### config.mk
export PLATFORM = sky130hd
export DESIGN_NAME = afu
export DESIGN_NICKNAME = d
export VERILOG_FILES = /design/src/hw/bsp_pkg.sv /design/src/hw/afu.sv /design/src/hw/csr_decode.sv /design/src/hw/local_mem_bank.sv /design/src/hw/reduce_kernel.sv /design/src/hw/result_status.sv
export VERILOG_INCLUDE_DIRS = /design/src /design/src/include
export SDC_FILE = /design/constraint.sdc
export NUM_CORES = 2
export LEC_CHECK = 0
export BUFFER_PORTS_ARGS = -buffer_cell sky130_fd_sc_hd__clkbuf_2
export CORE_ASPECT_RATIO = 0.9
export CORE_MARGIN = 2
export CORE_UTILIZATION = 57
export CTS_CLUSTER_DIAMETER = 50
export DETAILED_ROUTE_END_ITERATION = 10
export GPL_ROUTABILITY_DRIVEN = 0
export HOLD_SLACK_MARGIN = 0.15
export PLACE_DENSITY = 0.76
export SYNTH_ARGS = -nofsm -noshare
export SYNTH_HDL_FRONTEND = slang
export SYNTH_SLANG_ARGS = --single-unit
### constraint.sdc
create_clock -name clk -period 3.05 [get_ports clk]
set_input_delay 0.4575 -clock clk [delete_from_list [all_inputs] [get_ports clk]]
set_output_delay 0.4575 -clock clk [all_outputs]
set_load 0.01 [all_outputs]
### src/include/bsp_config.svh
/*
 * Build-time sizes for the accelerator shell
 */
`ifndef BSP_CONFIG_SVH
`define BSP_CONFIG_SVH

// Data path

// Kernel and host word width
`define BSP_DATA_W      32

// Local memory bank

// Words in the single bank
`define BSP_MEM_DEPTH   64
// Word index width, log2 of the depth
`define BSP_MEM_ADDR_W  6

// Host MMIO

// APB byte address width
`define BSP_APB_ADDR_W  12
// Start of the memory window
`define BSP_MEM_WINDOW  'h400
// Window spans BSP_MEM_DEPTH words of 4 bytes each
// Registers live below the window

`endif

### src/hw/bsp_pkg.sv
/*
 * Shared types for the accelerator shell
 */
`include "bsp_config.svh"

package bsp_pkg;

    // One data word
    typedef logic [`BSP_DATA_W-1:0] data_t;

    // Word index into the local memory bank
    typedef logic [`BSP_MEM_ADDR_W-1:0] mem_addr_t;

    // Word count
    // One extra bit so a full-depth range fits
    typedef logic [`BSP_MEM_ADDR_W:0] len_t;

    // Register byte offsets on the APB port
    typedef enum logic [`BSP_APB_ADDR_W-1:0] {
        // Bit 0 write starts the kernel, read gives busy
        CTRL   = 'h00,
        // First word of the launch range
        BASE   = 'h04,
        // Number of words in the launch range
        LEN    = 'h08,
        // Sticky done in bit 0, error in bit 1, write 1 to clear
        STATUS = 'h0C,
        // Read-only results
        SUM    = 'h10,
        XOR    = 'h14,
        // Interrupt enable in bit 0
        IRQ_EN = 'h18
    } csr_off_e;

endpackage

### src/hw/afu.sv
`timescale 1ns/1ps
`include "bsp_config.svh"

/*
 * Accelerator top level, APB register access to one memory bank and a reduction kernel
 */
module afu import bsp_pkg::*; (
    input  logic                       clk,
    input  logic                       arst_n,
    // Host APB port
    input  logic                       psel,
    input  logic                       penable,
    input  logic                       pwrite,
    input  logic [`BSP_APB_ADDR_W-1:0] paddr,
    input  data_t                      pwdata,
    output data_t                      prdata,
    output logic                       pready,
    output logic                       pslverr,
    // Completion interrupt
    output logic                       irq
);

    // Host memory port
    logic      host_we;
    mem_addr_t host_addr;
    data_t     host_wdata;
    data_t     host_rdata;
    // Kernel memory port
    mem_addr_t kern_addr;
    data_t     kern_rdata;
    // Kernel control
    logic      start;
    mem_addr_t base;
    len_t      len;
    logic      busy;
    logic      done;
    data_t     sum;
    data_t     xor_acc;
    // Status path
    logic      launch_err;
    logic      clr_done;
    logic      clr_err;
    logic      irq_en;
    logic      done_flag;
    logic      err_flag;
    data_t     sum_q;
    data_t     xor_q;

    // Register decode
    csr_decode csr_decode_inst (.*);

    // Board memory
    local_mem_bank local_mem_bank_inst (.*);

    // Kernel region
    reduce_kernel reduce_kernel_inst (.*);

    // Result capture
    result_status result_status_inst (.*);

endmodule

### src/hw/csr_decode.sv
`timescale 1ns/1ps
`include "bsp_config.svh"

/*
 * Host register decode on an APB completer
 * Maps the control registers and the memory window, checks ranges and launches the kernel
 */
module csr_decode import bsp_pkg::*; (
    input  logic                       clk,
    input  logic                       arst_n,
    // APB completer
    input  logic                       psel,
    input  logic                       penable,
    input  logic                       pwrite,
    input  logic [`BSP_APB_ADDR_W-1:0] paddr,
    input  data_t                      pwdata,
    output data_t                      prdata,
    output logic                       pready,
    output logic                       pslverr,
    // Kernel and result status
    input  logic                       busy,
    input  logic                       done_flag,
    input  logic                       err_flag,
    input  data_t                      sum_q,
    input  data_t                      xor_q,
    // Host port of the local memory
    output logic                       host_we,
    output mem_addr_t                  host_addr,
    output data_t                      host_wdata,
    input  data_t                      host_rdata,
    // Kernel launch and flag control
    output logic                       start,
    output mem_addr_t                  base,
    output len_t                       len,
    output logic                       launch_err,
    output logic                       clr_done,
    output logic                       clr_err,
    output logic                       irq_en
);

    // Window bounds, upper one exclusive
    localparam logic [`BSP_APB_ADDR_W-1:0] WIN_LO = `BSP_APB_ADDR_W'(`BSP_MEM_WINDOW);
    localparam logic [`BSP_APB_ADDR_W-1:0] WIN_HI =
        `BSP_APB_ADDR_W'(`BSP_MEM_WINDOW + 4 * `BSP_MEM_DEPTH);
    // Depth at the width of base plus len
    localparam logic [`BSP_MEM_ADDR_W+1:0] DEPTH_EXT = (`BSP_MEM_ADDR_W+2)'(`BSP_MEM_DEPTH);

    logic                       access;
    logic                       wr_ok;
    logic                       in_window;
    logic [`BSP_APB_ADDR_W-1:0] win_off;
    logic                       reg_hit;
    // SUM and XOR
    logic                       reg_ro;
    // Registers frozen while the kernel runs
    logic                       reg_locked;
    data_t                      reg_rdata;
    logic [`BSP_MEM_ADDR_W+1:0] range_end;
    logic                       range_ok;
    logic                       bus_err;

    // Second phase of a transfer
    assign access    = psel & penable;
    assign in_window = (paddr >= WIN_LO) && (paddr < WIN_HI);
    assign win_off   = paddr - WIN_LO;

    // Register map
    always_comb begin
        reg_hit    = 1'b1;
        reg_ro     = 1'b0;
        reg_locked = 1'b0;
        reg_rdata  = '0;
        case (paddr)
            CTRL: begin
                reg_locked = 1'b1;
                reg_rdata  = data_t'(busy);
            end
            BASE: begin
                reg_locked = 1'b1;
                reg_rdata  = data_t'(base);
            end
            LEN: begin
                reg_locked = 1'b1;
                reg_rdata  = data_t'(len);
            end
            STATUS: reg_rdata = data_t'({err_flag, done_flag});
            SUM: begin
                reg_ro    = 1'b1;
                reg_rdata = sum_q;
            end
            XOR: begin
                reg_ro    = 1'b1;
                reg_rdata = xor_q;
            end
            IRQ_EN: reg_rdata = data_t'(irq_en);
            default: reg_hit = 1'b0;
        endcase
    end

    // Unmapped, write to a locked target while busy, or write to a result
    assign bus_err = !(in_window || reg_hit)
                   || (pwrite && busy && (in_window || reg_locked))
                   || (pwrite && reg_ro);
    assign pslverr = access & bus_err;
    assign pready  = 1'b1;
    assign wr_ok   = access & pwrite & ~bus_err;

    // Window address is stable from setup, so registered read data is ready at access
    assign host_addr  = win_off[`BSP_MEM_ADDR_W+1:2];
    assign host_wdata = pwdata;
    assign host_we    = wr_ok & in_window;
    assign prdata     = in_window ? host_rdata : reg_rdata;

    // Launch range must be non-empty and end inside the bank
    assign range_end = {2'b00, base} + {1'b0, len};
    assign range_ok  = (len != '0) && (range_end <= DEPTH_EXT);

    always_ff @(posedge clk or negedge arst_n) begin
        if (!arst_n) begin
            base       <= '0;
            len        <= '0;
            irq_en     <= 1'b0;
            start      <= 1'b0;
            launch_err <= 1'b0;
            clr_done   <= 1'b0;
            clr_err    <= 1'b0;
        end else begin
            // Pulses last one cycle
            start      <= 1'b0;
            launch_err <= 1'b0;
            clr_done   <= 1'b0;
            clr_err    <= 1'b0;
            if (wr_ok) begin
                case (paddr)
                    CTRL: begin
                        if (pwdata[0]) begin
                            start      <= range_ok;
                            launch_err <= !range_ok;
                        end
                    end
                    BASE: base <= pwdata[`BSP_MEM_ADDR_W-1:0];
                    LEN: len <= pwdata[`BSP_MEM_ADDR_W:0];
                    STATUS: begin
                        clr_done <= pwdata[0];
                        clr_err  <= pwdata[1];
                    end
                    IRQ_EN: irq_en <= pwdata[0];
                    default: ;
                endcase
            end
        end
    end

endmodule

### src/hw/local_mem_bank.sv
`timescale 1ns/1ps
`include "bsp_config.svh"

/*
 * Local memory bank with a host read/write port and a kernel read port
 */
module local_mem_bank import bsp_pkg::*; (
    input  logic      clk,
    // Host side, write and read
    input  logic      host_we,
    input  mem_addr_t host_addr,
    input  data_t     host_wdata,
    output data_t     host_rdata,
    // Kernel side, read only
    input  mem_addr_t kern_addr,
    output data_t     kern_rdata
);

    // Contents are left as loaded
    data_t mem [`BSP_MEM_DEPTH];

    // Host port
    // Read returns the old word on a same-cycle write
    always_ff @(posedge clk) begin
        if (host_we) begin
            mem[host_addr] <= host_wdata;
        end
        host_rdata <= mem[host_addr];
    end

    // Kernel port
    // One cycle from address to data, no arbitration against the host
    always_ff @(posedge clk) begin
        kern_rdata <= mem[kern_addr];
    end

endmodule

### src/hw/reduce_kernel.sv
`timescale 1ns/1ps
`include "bsp_config.svh"

/*
 * Reduction kernel, streams a word range from local memory
 * Accumulates the wrapping sum and the XOR of the words
 */
module reduce_kernel import bsp_pkg::*; (
    input  logic      clk,
    input  logic      arst_n,
    // Launch
    input  logic      start,
    input  mem_addr_t base,
    input  len_t      len,
    // Memory read port
    output mem_addr_t kern_addr,
    input  data_t     kern_rdata,
    // Status and results
    output logic      busy,
    output logic      done,
    output data_t     sum,
    output data_t     xor_acc
);

    // Words still to be issued
    len_t remaining;
    // Address goes out this cycle
    logic issue;
    // Read data from last cycle's address is on kern_rdata
    logic rd_vld;
    // Final word arrives this cycle
    logic last;

    assign issue = busy && (remaining != '0);
    // Only the final issue leaves the counter at zero
    assign last  = rd_vld && (remaining == '0);

    // Issue side
    always_ff @(posedge clk or negedge arst_n) begin
        if (!arst_n) begin
            kern_addr <= '0;
            remaining <= '0;
            rd_vld    <= 1'b0;
            busy      <= 1'b0;
            done      <= 1'b0;
        end else begin
            // Valid trails the issue by the read latency
            rd_vld <= issue;
            done   <= last;
            if (start) begin
                kern_addr <= base;
                remaining <= len;
                busy      <= 1'b1;
            end else begin
                // One address per cycle, several reads in flight
                if (issue) begin
                    kern_addr <= kern_addr + 1'b1;
                    remaining <= remaining - 1'b1;
                end
                // Busy drops as done goes out
                if (last) begin
                    busy <= 1'b0;
                end
            end
        end
    end

    // Accumulate side
    // Cleared on every launch
    always_ff @(posedge clk) begin
        if (start) begin
            sum     <= '0;
            xor_acc <= '0;
        end else if (rd_vld) begin
            sum     <= sum + kern_rdata;
            xor_acc <= xor_acc ^ kern_rdata;
        end
    end

endmodule

### src/hw/result_status.sv
`timescale 1ns/1ps
`include "bsp_config.svh"

/*
 * Result capture, sticky done and error flags, and the interrupt
 */
module result_status import bsp_pkg::*; (
    input  logic  clk,
    input  logic  arst_n,
    // From the kernel
    input  logic  done,
    input  data_t sum,
    input  data_t xor_acc,
    // From register decode
    input  logic  launch_err,
    input  logic  clr_done,
    input  logic  clr_err,
    input  logic  irq_en,
    // Status back to the host
    output logic  done_flag,
    output logic  err_flag,
    output data_t sum_q,
    output data_t xor_q,
    output logic  irq
);

    always_ff @(posedge clk or negedge arst_n) begin
        if (!arst_n) begin
            done_flag <= 1'b0;
            err_flag  <= 1'b0;
            sum_q     <= '0;
            xor_q     <= '0;
            irq       <= 1'b0;
        end else begin
            // Results held until the next run ends
            if (done) begin
                sum_q <= sum;
                xor_q <= xor_acc;
            end
            // Set beats clear
            if (done) begin
                done_flag <= 1'b1;
            end else if (clr_done) begin
                done_flag <= 1'b0;
            end
            if (launch_err) begin
                err_flag <= 1'b1;
            end else if (clr_err) begin
                err_flag <= 1'b0;
            end
            // Interrupt trails the flag by a cycle
            irq <= done_flag & irq_en;
        end
    end

endmodule

==> flow_metrics.env <==
export IMPL_dp_worst_setup_slack_ps=-291.7
export IMPL_final_setup_viol_count=0
export IMPL_worst_r2r_cell_count=6
export IMPL_clock_skew_ps=66.02
export IMPL_reg2reg_setup_slack_ps=30
export IMPL_area_of_the_die_um2=185900
export IMPL_ys_async_sr_fraction=0.04436
export IMPL_synth_seq_area_share=0.6403
export IMPL_post_route_cells_drive_above_1_share=0.4222
export IMPL_drc_errors=0
export IMPL_critPathLaunchType="flop"
export IMPL_grt_antenna_before_repair=33
export IMPL_first_iter_violations=10131
export IMPL_grt_usage=0.3655
export IMPL_global_route_usage_met2=0.5348
export IMPL_grt_ovfl_total=0
export IMPL_antenna_violating_nets_post_route=0
export IMPL_timing_hold_violations_final=0
export IMPL_fin_worst_setup_slack_ps=34.19
export IMPL_ir_drop_mv=0.6156
export IMPL_place_port_buffers=82
export IMPL_util_after_layout=0.6683
export IMPL_core_rowCount=148
export IMPL_vias=60916
export IMPL_io_pins=84
export IMPL_finalWirelength_mm=334.0
export IMPL_synth_edff_count=2048
export IMPL_met1_use_gr=0.4903
export IMPL_via_count_of_the_first_global_routing_pass=60770
export IMPL_multi_input_combinational_cell_area_um2=36180
export IMPL_nNetsFinal=5605
export IMPL_layoutNonFillerInstCount=8127
export IMPL_dr_pass1_iters=6
export IMPL_critical_path_required_ps=3760
export IMPL_setup_worst_path_start="reduce_kernel_inst.kern_addr[0]$_DFFE_PN0P_"
export IMPL_initial_core_util=0.5742
export IMPL_synthDistinctLibCells=67
export IMPL_min_period_over_period=0.9888
export IMPL_wire_length_of_the_first_global_routing_pass_mm=468.6
export IMPL_rsz0062_at_grt="no"
export IMPL_syn2layout_area_growth_pct=16.39
export IMPL_fill_cells=11170
export IMPL_bufs_on_longest_clock_path=3
export IMPL_status="complete, no violations"
export IMPL_synth_seq_cells=2277
export IMPL_placedCellCount=7681
export IMPL_hold_path_class="primary input to asynchronous set/reset pin"
export IMPL_cts_clk_slew_worst_paths_ps=60
export IMPL_cts_htree_levels=4
export IMPL_globalRouteMet3Util=0.1366
export IMPL_ys_flop_type="sky130_fd_sc_hd__edfxtp_1"
export IMPL_clock_insertion_delay_worst_skew_ps=890
export IMPL_timing_max_slew_rel_slack=0.1103
export IMPL_core_area_um2=181100
export IMPL_maximum_number_of_pins_on_one_net_before_global_route_repair=65
export IMPL_die_h_um=409.2
export IMPL_clock_sinks=2277
export IMPL_grt_most_used_layer="met2"
export IMPL_clock_fmax_mhz=331.6
export IMPL_cts_tree="built"
export IMPL_detailedPlacementHpwl_mm=217.6
export IMPL_clk_root_buffer_cell="sky130_fd_sc_hd__clkbuf_16"
export IMPL_synth_area_per_cell_um2=20.74
export IMPL_finalCriticalPeriod_ps=3016
export IMPL_routed_wire_length_per_instance_um=41.09
export IMPL_synthesis_instances=5014
export IMPL_die_width_um=454.2
export IMPL_measured_slew_at_the_worst_slew_check_pin_ps=1334
export IMPL_synth_warnings=0
export IMPL_rr_startpoint="reduce_kernel_inst.kern_addr[0]$_DFFE_PN0P_"
export IMPL_mapped_nets=5105
export IMPL_cts_buffers_inserted=225
export IMPL_mappedNetlistArea_um2=104000
export IMPL_total_count_of_max_transition_violations_in_the_final_report=0
export IMPL_critical_path_class="flop to flop"
export IMPL_endpoint_kind="flop"
export IMPL_power_per_cell_area_nw_per_um2=539.0
export IMPL_max_cap_violations=0
export IMPL_power_leakage_nw=38.93
export IMPL_seqCellArea_um2=66630
export IMPL_arrival_ps=3730
export IMPL_cp_max_fo=25
export IMPL_detail_route_vias_per_cell=7.496
## synth_stat cells, types with 10 or more instances
master	count	area, µm²
sky130_fd_sc_hd__a21o_1	18	135.1
sky130_fd_sc_hd__a21oi_1	70	350.3
sky130_fd_sc_hd__a222oi_1	29	290.3
sky130_fd_sc_hd__a22oi_1	20	150.1
sky130_fd_sc_hd__and2_1	10	62.56
sky130_fd_sc_hd__and3_1	10	62.56
sky130_fd_sc_hd__buf_1	69	259.0
sky130_fd_sc_hd__buf_2	109	545.5
sky130_fd_sc_hd__clkbuf_1	183	686.9
sky130_fd_sc_hd__dfrtp_1	101	2527
sky130_fd_sc_hd__dfxtp_1	128	2562
sky130_fd_sc_hd__edfxtp_1	2048	61500
sky130_fd_sc_hd__ha_1	40	500.5
sky130_fd_sc_hd__inv_1	41	153.9
sky130_fd_sc_hd__mux2_2	85	957.2
sky130_fd_sc_hd__mux2i_1	132	1321
sky130_fd_sc_hd__mux4_2	1248	28110
sky130_fd_sc_hd__nand2_1	136	510.5
sky130_fd_sc_hd__nand2b_1	11	68.82
sky130_fd_sc_hd__nand3_1	26	130.1
sky130_fd_sc_hd__nand4_1	17	106.4
sky130_fd_sc_hd__nor2_1	146	548.0
sky130_fd_sc_hd__nor2b_1	11	68.82
sky130_fd_sc_hd__nor3_1	29	145.1
sky130_fd_sc_hd__o21ai_0	67	335.3
sky130_fd_sc_hd__o22ai_1	46	287.8
sky130_fd_sc_hd__xnor2_1	16	140.1
sky130_fd_sc_hd__xor2_1	44	385.4
## metal layers
layer  vias to the layer above  share of wire
met1                     31955           0.33
met5                         -        0.00081
met2                      5139           0.45
li1                      22824              -
met4                        36          0.058
met3                       962           0.16
## metrics by stage
step           hold WS [ps]  total power, mW  TNS [ps]  instance area (µm²)
6_report              169.1            65.24         0               121000
5_1_grt               189.0            66.67         0               121000
2_1_floorplan         161.9            36.13   -438410               104500
3_3_place_gp          439.5            37.62     -1686               113500
4_1_cts               156.2            65.30         0               121000
3_5_place_dp          431.8            37.67     -1773               113500
## layout by cell type (no fill, tap or decap), types with 41 or more instances in the layout
master                         n
sky130_fd_sc_hd__edfxtp_1   2048
sky130_fd_sc_hd__mux4_2     1248
sky130_fd_sc_hd__buf_4       329
sky130_fd_sc_hd__buf_12      231
sky130_fd_sc_hd__clkbuf_16   228
sky130_fd_sc_hd__nand2_1     136
sky130_fd_sc_hd__mux2i_1     132
sky130_fd_sc_hd__dfxtp_1     119
sky130_fd_sc_hd__dfrtp_1      92
sky130_fd_sc_hd__mux2_2       85
sky130_fd_sc_hd__nor2_1       82
sky130_fd_sc_hd__clkbuf_2     76
sky130_fd_sc_hd__a21oi_1      68
sky130_fd_sc_hd__o21ai_0      66
sky130_fd_sc_hd__nor2_4       64
sky130_fd_sc_hd__clkbuf_1     58
sky130_fd_sc_hd__o22ai_1      46
sky130_fd_sc_hd__xor2_1       44
sky130_fd_sc_hd__clkinv_1     43
sky130_fd_sc_hd__inv_1        41
## critical path: stages, from the launching register on
cell and delay, ps:
sky130_fd_sc_hd__dfrtp_4 490, sky130_fd_sc_hd__buf_12 250, sky130_fd_sc_hd__buf_4 280, sky130_fd_sc_hd__buf_12 260
sky130_fd_sc_hd__mux4_2 540, sky130_fd_sc_hd__mux4_2 520, sky130_fd_sc_hd__mux4_2 480
## logic make-up after synthesis
kind of cell             count (synthesis)  synth area share
AO/OA/AOI/OAI                          325           0.02079
adder cells (fa/ha/maj)                 42          0.005198
AND/OR/NAND/NOR                        423           0.01864
buffers and inverters                  414           0.01676
other                                    1        0.00003606
flip-flops                            2277            0.6403
multiplexers                          1472            0.2932
XOR/XNOR                                60          0.005053
## power by group
group	internal [mW]	switching, mW	total (mW)
combinational	1.19	1.70	2.90
sequential	34.0	0.159	34.2
clock	15.8	12.3	28.2
total	51.1	14.2	65.2
## path summary, 6_finish.rpt
| path | to |
|---|---|
| setup / recovery | local_mem_bank_inst.kern_rdata[16]$_DFF_P_ |
| hold / removal | result_status_inst.xor_q[16]$_DFFE_PN0P_ |
| setup reg to reg | local_mem_bank_inst.kern_rdata[16]$_DFF_P_ |
| hold reg to reg | result_status_inst.err_flag$_DFFE_PN0P_ |
| max in group asynchronous | reduce_kernel_inst.kern_addr[2]$_DFFE_PN0P_ |
| min in group clk | local_mem_bank_inst.mem[61][16]$_DFFE_PP_ |
## area by class of cell
type | count | area share
Antenna cell | 9 | 0.0001861
Clock buffer | 303 | 0.05087
Clock inverter | 128 | 0.01077
Inverter | 42 | 0.001303
Multi-Input combinational cell | 2323 | 0.2989
Sequential cell | 2277 | 0.5505
Tap cell | 2400 | 0.02481
Timing Repair Buffer | 645 | 0.06265
## repair_timing
| item | 4_1_cts | 5_1_grt |
|---|---|---|
| pin swaps | 0 | 1 |
| hold endpoints to repair | 57 | 0 |
| hold buffers | 5 | 0 |
| resized for setup | 3 | 9 |
| setup buffers | 0 | 1 |
| setup endpoints to repair | 10 | 6 |
## sequential cells by signal (all words and copies together), names as in the netlist, 32 cells and up
name,count
local_mem_bank_inst.host_rdata,32
local_mem_bank_inst.kern_rdata,32
result_status_inst.sum_q,32
local_mem_bank_inst.mem,2048
result_status_inst.xor_q,32
reduce_kernel_inst.xor_acc,32
reduce_kernel_inst.sum,32
Power figures use the tool's default switching activity.
